### src/verilog/rv32i_pkg.sv
`default_nettype none

package rv32i_pkg;

    localparam int XLEN = 32;                   // RV32I data word width

    // Major opcodes, instruction bits [6:0]
    typedef enum logic [6:0] {
        OPC_LUI    = 7'b0110111,
        OPC_AUIPC  = 7'b0010111,
        OPC_OP     = 7'b0110011,                // Register-register ALU
        OPC_OPIMM  = 7'b0010011,                // Register-immediate ALU
        OPC_LOAD   = 7'b0000011,
        OPC_STORE  = 7'b0100011,
        OPC_JAL    = 7'b1101111,                // Decoded, retires as no-op
        OPC_JALR   = 7'b1100111,                // Decoded, retires as no-op
        OPC_BRANCH = 7'b1100011                 // Decoded, retires as no-op
    } opcode_e;

    // ALU functions
    typedef enum logic [3:0] {
        ALU_ADD,
        ALU_SUB,
        ALU_SLL,
        ALU_SLT,                                // Signed compare
        ALU_SLTU,                               // Unsigned compare
        ALU_XOR,
        ALU_SRL,
        ALU_SRA,
        ALU_OR,
        ALU_AND,
        ALU_PASS_B                              // Forward operand B, LUI
    } alu_op_e;

endpackage

`default_nettype wire

### src/verilog/rv32i_decoder.sv
`default_nettype none

module rv32i_decoder #(
    parameter int REG_WIDTH = 5
) (
    input  wire logic [31:0]              i_inst,     // Instruction word
    output rv32i_pkg::opcode_e            o_opcode,   // Major opcode
    output logic [REG_WIDTH-1:0]          o_rs1,      // Source register 1
    output logic [REG_WIDTH-1:0]          o_rs2,      // Source register 2
    output logic [REG_WIDTH-1:0]          o_rd,       // Destination register
    output logic [rv32i_pkg::XLEN-1:0]    o_imm,      // Immediate, any format
    output rv32i_pkg::alu_op_e            o_alu_op,   // ALU function
    output logic                          o_is_load,  // LW
    output logic                          o_is_store, // SW
    output logic                          o_is_alu,   // OP or OP-IMM
    output logic                          o_use_imm,  // Operand B is immediate
    output logic                          o_use_pc    // Operand A is pc
);

    import rv32i_pkg::*;

    logic [2:0] funct3;
    logic       bit30;                          // SUB and SRA selector

    assign funct3   = i_inst[14:12];
    assign bit30    = i_inst[30];
    assign o_opcode = opcode_e'(i_inst[6:0]);   // Unknown codes pass as-is

    // Register fields, upper index bit dropped for small variants
    assign o_rs1 = i_inst[REG_WIDTH+14:15];
    assign o_rs2 = i_inst[REG_WIDTH+19:20];
    assign o_rd  = i_inst[REG_WIDTH+6:7];

    // Immediate for every format
    always_comb begin
        case (o_opcode)
            OPC_LUI, OPC_AUIPC: o_imm = {i_inst[31:12], 12'b0};              // U-type
            OPC_JAL:    o_imm = {{12{i_inst[31]}}, i_inst[19:12], i_inst[20],
                                 i_inst[30:21], 1'b0};                        // J-type
            OPC_BRANCH: o_imm = {{20{i_inst[31]}}, i_inst[7], i_inst[30:25],
                                 i_inst[11:8], 1'b0};                         // B-type
            OPC_LOAD:   o_imm = {{20{i_inst[31]}}, i_inst[31:20]};           // I-type
            OPC_STORE:  o_imm = {{20{i_inst[31]}}, i_inst[31:25], i_inst[11:7]};
            OPC_JALR:   o_imm = (funct3 == 3'b000) ? {{20{i_inst[31]}}, i_inst[31:20]} : '0;
            OPC_OPIMM: begin
                if (funct3 == 3'b001 || funct3 == 3'b101)
                    o_imm = {27'b0, i_inst[24:20]};                           // Shamt, unsigned
                else
                    o_imm = {{20{i_inst[31]}}, i_inst[31:20]};
            end
            default:    o_imm = '0;
        endcase
    end

    // ALU function from funct3 and funct7
    always_comb begin
        o_alu_op = ALU_ADD;                     // AUIPC, loads, stores
        if (o_opcode == OPC_LUI) begin
            o_alu_op = ALU_PASS_B;
        end else if (o_opcode == OPC_OP || o_opcode == OPC_OPIMM) begin
            case (funct3)
                3'b000:  o_alu_op = (o_opcode == OPC_OP && bit30) ? ALU_SUB : ALU_ADD;
                3'b001:  o_alu_op = ALU_SLL;
                3'b010:  o_alu_op = ALU_SLT;
                3'b011:  o_alu_op = ALU_SLTU;
                3'b100:  o_alu_op = ALU_XOR;
                3'b101:  o_alu_op = bit30 ? ALU_SRA : ALU_SRL;   // SRA and SRAI
                3'b110:  o_alu_op = ALU_OR;
                default: o_alu_op = ALU_AND;
            endcase
        end
    end

    // Instruction class flags
    assign o_is_load  = (o_opcode == OPC_LOAD);
    assign o_is_store = (o_opcode == OPC_STORE);
    assign o_is_alu   = (o_opcode == OPC_OP) || (o_opcode == OPC_OPIMM);
    assign o_use_pc   = (o_opcode == OPC_AUIPC);
    assign o_use_imm  = (o_opcode == OPC_OPIMM) || (o_opcode == OPC_LUI) ||
                        (o_opcode == OPC_AUIPC) || o_is_load || o_is_store;

endmodule

`default_nettype wire

### src/verilog/rv32i_issue_stage.sv
`default_nettype none

module rv32i_issue_stage #(
    parameter int REG_WIDTH = 5
) (
    input  wire logic                        i_clk,
    input  wire logic                        i_rst,
    input  wire logic                        i_inst_valid, // Instruction strobe
    input  wire logic [31:0]                 i_inst,       // Instruction word
    output logic                             o_valid,
    output logic [rv32i_pkg::XLEN-1:0]       o_pc,         // Pc of this instruction
    output logic [REG_WIDTH-1:0]             o_rs1,
    output logic [REG_WIDTH-1:0]             o_rs2,
    output logic [REG_WIDTH-1:0]             o_rd,
    output logic [rv32i_pkg::XLEN-1:0]       o_imm,
    output rv32i_pkg::alu_op_e               o_alu_op,
    output logic                             o_use_imm,
    output logic                             o_use_pc,
    output logic                             o_is_load,
    output logic                             o_is_store,
    output logic                             o_writes_rd   // Retires with writeback
);

    import rv32i_pkg::*;

    logic [XLEN-1:0]      pc;                   // Next pc to assign
    opcode_e              dec_opcode;
    logic [REG_WIDTH-1:0] dec_rs1, dec_rs2, dec_rd;
    logic [XLEN-1:0]      dec_imm;
    alu_op_e              dec_alu_op;
    logic                 dec_is_load, dec_is_store, dec_is_alu;
    logic                 dec_use_imm, dec_use_pc;
    logic                 dec_writes_rd;

    rv32i_decoder #(
        .REG_WIDTH (REG_WIDTH)
    ) i_rv32i_decoder (
        .i_inst     (i_inst),
        .o_opcode   (dec_opcode),
        .o_rs1      (dec_rs1),
        .o_rs2      (dec_rs2),
        .o_rd       (dec_rd),
        .o_imm      (dec_imm),
        .o_alu_op   (dec_alu_op),
        .o_is_load  (dec_is_load),
        .o_is_store (dec_is_store),
        .o_is_alu   (dec_is_alu),
        .o_use_imm  (dec_use_imm),
        .o_use_pc   (dec_use_pc)
    );

    // Only instructions that produce a register result, never x0
    assign dec_writes_rd = (dec_is_alu || dec_is_load || dec_opcode == OPC_LUI ||
                            dec_opcode == OPC_AUIPC) && (dec_rd != '0);

    // Control, cleared on reset and gated by the strobe
    always_ff @(posedge i_clk) begin
        if (i_rst) begin
            pc          <= '0;
            o_valid     <= 1'b0;
            o_is_load   <= 1'b0;
            o_is_store  <= 1'b0;
            o_writes_rd <= 1'b0;
        end else begin
            if (i_inst_valid)
                pc <= pc + XLEN'(4);            // Every accepted instruction
            o_valid     <= i_inst_valid;
            o_is_load   <= i_inst_valid & dec_is_load;
            o_is_store  <= i_inst_valid & dec_is_store;
            o_writes_rd <= i_inst_valid & dec_writes_rd;
        end
    end

    // Payload
    always_ff @(posedge i_clk) begin
        o_pc      <= pc;
        o_rs1     <= dec_rs1;
        o_rs2     <= dec_rs2;
        o_rd      <= dec_rd;
        o_imm     <= dec_imm;
        o_alu_op  <= dec_alu_op;
        o_use_imm <= dec_use_imm;
        o_use_pc  <= dec_use_pc;
    end

endmodule

`default_nettype wire

### config.mk
export PLATFORM = sky130hd
export DESIGN_NAME = rv32i_issue_stage
export DESIGN_NICKNAME = d
export VERILOG_FILES = /design/src/verilog/rv32i_pkg.sv /design/src/verilog/rv32i_decoder.sv /design/src/verilog/rv32i_issue_stage.sv
export SDC_FILE = /design/constraint.sdc
export NUM_CORES = 1
export LEC_CHECK = 0
export BUFFER_PORTS_ARGS = -buffer_cell sky130_fd_sc_hd__buf_2
export CORE_ASPECT_RATIO = 0.6
export CORE_MARGIN = 2
export CORE_UTILIZATION = 46
export CTS_CLUSTER_DIAMETER = 40
export DETAILED_ROUTE_END_ITERATION = 6
export GPL_ROUTABILITY_DRIVEN = 0
export PLACE_DENSITY = 0.72
export RECOVER_POWER = 100
export SLEW_MARGIN = 25
export SYNTH_ARGS = -nofsm -noshare
export SYNTH_HDL_FRONTEND = slang
export SYNTH_HIERARCHICAL = 1
export SYNTH_SLANG_ARGS = --single-unit
### constraint.sdc
create_clock -name i_clk -period 2.5 [get_ports i_clk]
set_input_delay 0.5 -clock i_clk [delete_from_list [all_inputs] [get_ports i_clk]]
set_output_delay 0.5 -clock i_clk [all_outputs]
set_load 0.02 [all_outputs]
==> impl_metrics.toml <==
[placed_design]
port_buffers = 121
hpwl_microns = 6800
pre_cts_slack_ns = 0.214

[setup_path]
critPathMaxStageDelay_ns = 0.86
setup.worst_path.class = "register to register"
arrival_ns = 2.65
critPathCaptureType = "register"
start_kind = "register"
path_buf_inv = 0
crit_required_ns = 2.81
worst_path_most_repeated_cell = "or4_1"
worstPathMaxFanout = 19
slowest_stage = "or4_1"
crit_chain = "nand4_4 > or4_1 > or4_1 > a21oi_1"
critPathTopFamily = "simple AND/OR/NAND/NOR gates"

[logic_synthesis]
syn_area_per_cell_sq_um = 10.7
yosysWarnings = 6
syn_inst = 394
syn_area_sq_um = 4230

[global_route]
grt_first_pass_wirelength_microns = 15700
met3_usage_pct = 7.16
grt_max_degree = 27
track_usage_pct = 20.2
antenna_found_initial = 0
top_usage_layer = "met2"
grtUsageMet1_pct = 27.7
grt_pass1_vias = 3155
use_met2_pct = 29.3
grt-ovfl-total = 0

[drt]
wl_per_cell_microns = 15.2
dr.first_iter.drc_count = 138
dr.pass1.iters = 5
ant_nets = 0
viasPerCell = 5.20
wl_microns = 9560
vias = 3268
route.detailed.drc = 0

[pwr]
p_clk_share_pct = 53.0
ir_drop_mv = 0.519
p_total_w = 0.00447
comb_power_share_pct = 4.2
power_leakage_nw = 1.94
power_density_nw_per_um2 = 867
p_sw_share_pct = 21.7
p_sw_w = 0.000970
p_int_w = 0.00350
seqPwrFrac_pct = 42.8

[floorplanning]
std_cell_rows = 27
fp.coreArea_sq_um = 9050
dieArea_sq_um = 10000
initial_utilization_pct = 46.7
die_x_microns = 128
die_h_microns = 78.3
boundaryPins = 124

[cells_and_area]
nets = 536
fillCellCount = 829
mostFrequentLayoutCells = "dfxtp_1 (117), clkbuf_1 (106), a21oi_1 (29), nor2_1 (25), buf_2 (19)"
diodes = 0
final_common_cell = "dfxtp_1"
area_delta_synth_final_pct = 21.8
layout-drive-gt1-share_pct = 15.6

[clocking]
cts.sinks = 117
cts_hold_buf = 0
cts_made_buffers = 17
cts.repair.resized = 0
clkTransAtPathRegs_ns = 0.06
cts_root_buffer = "clkbuf_16"
cts_tree = "yes"
post-cts-setup-buffers = 0
htree_levels = 4
cts_buffer_depth = 2
clk_latency_ns = 0.40

[timing]
tightest_slew_ns = 1.29
skew_ns = 0.00764
tns_ns = 0
rsz0062_at_grt = "no"
slew_headroom_pct = 14.0
drv_slew = 0
setup_viol = 0
worst_slack_ns = 0.163
fmax_mhz = 428
period_share_pct = 93.5
hold_viol = 0
period_needed_ns = 2.34

[hold_path]
min_path_type = "primary input to register"

[run_status]
status = "complete, no violations"

[flow_run]
max_cap_viol_count = 0
power by group through the flow:
stage / sequential, W / clock, W / combinational, W
floorplan: 0.00198 / 0 / 0.000108
finish: 0.00191 / 0.00237 / 0.000187
detailed placement: 0.00195 / 0 / 0.000203
global route: 0.00191 / 0.00252 / 0.000205
CTS: 0.00191 / 0.00242 / 0.000204
global placement: 0.00195 / 0 / 0.000199
flip-flops by register name (all words and copies together) (netlist names):
register and flops:
o_use_pc 1, o_pc 30, pc 30, o_imm 32
o_use_imm 1, o_rs2 5, o_writes_rd 1, o_alu_op 4
o_is_store 1, o_rd 5, o_is_load 1, o_valid 1
o_rs1 5
metal layers:
| layer | vias up | routed length [microns] |
|---|---|---|
| met5 | - | 0 |
| met1 | 1563 | 4640 |
| li1 | 1599 | - |
| met3 | 8 | 618 |
| met2 | 98 | 4210 |
| met4 | 0 | 88 |
worst paths after layout:
kind                                     startpoint                  end  slack (ns)  cells after the start
worst max-delay path             pc[7]$_SDFFE_PP0P_  pc[23]$_SDFFE_PP0P_        0.16                      4
worst min-delay path                     i_inst[17]     o_rs1[2]$_DFF_P_        0.22                      1
worst max register to register   pc[7]$_SDFFE_PP0P_  pc[23]$_SDFFE_PP0P_        0.16                      4
worst min register to register  pc[31]$_SDFFE_PP0P_     o_pc[31]$_DFF_P_        0.36                      0
through the flow:
stage | utilization (%) | instances | instance area (sq um) | hold WS [ns]
after floorplan | - | 395 | 4230 | 0.344
after global placement | 52.4 | 597 | 4740 | 0.351
after detailed placement | 52.4 | 597 | 4740 | 0.353
after CTS | 58.9 | 629 | 5340 | 0.203
after global routing | 56.9 | 629 | 5150 | 0.197
final | 56.9 | 629 | 5150 | 0.218
area by class of cell:
class | count | area [sq um] | area share, %
clock buffer | 20 | 467 | 9.06
clock inverter | 12 | 128 | 2.48
inverter | 9 | 33.8 | 0.656
multi-input combinational | 228 | 1530 | 29.7
sequential | 117 | 2340 | 45.5
tap | 116 | 145 | 2.82
timing repair buffer | 127 | 508 | 9.86
(Power assumes the default switching activity.)
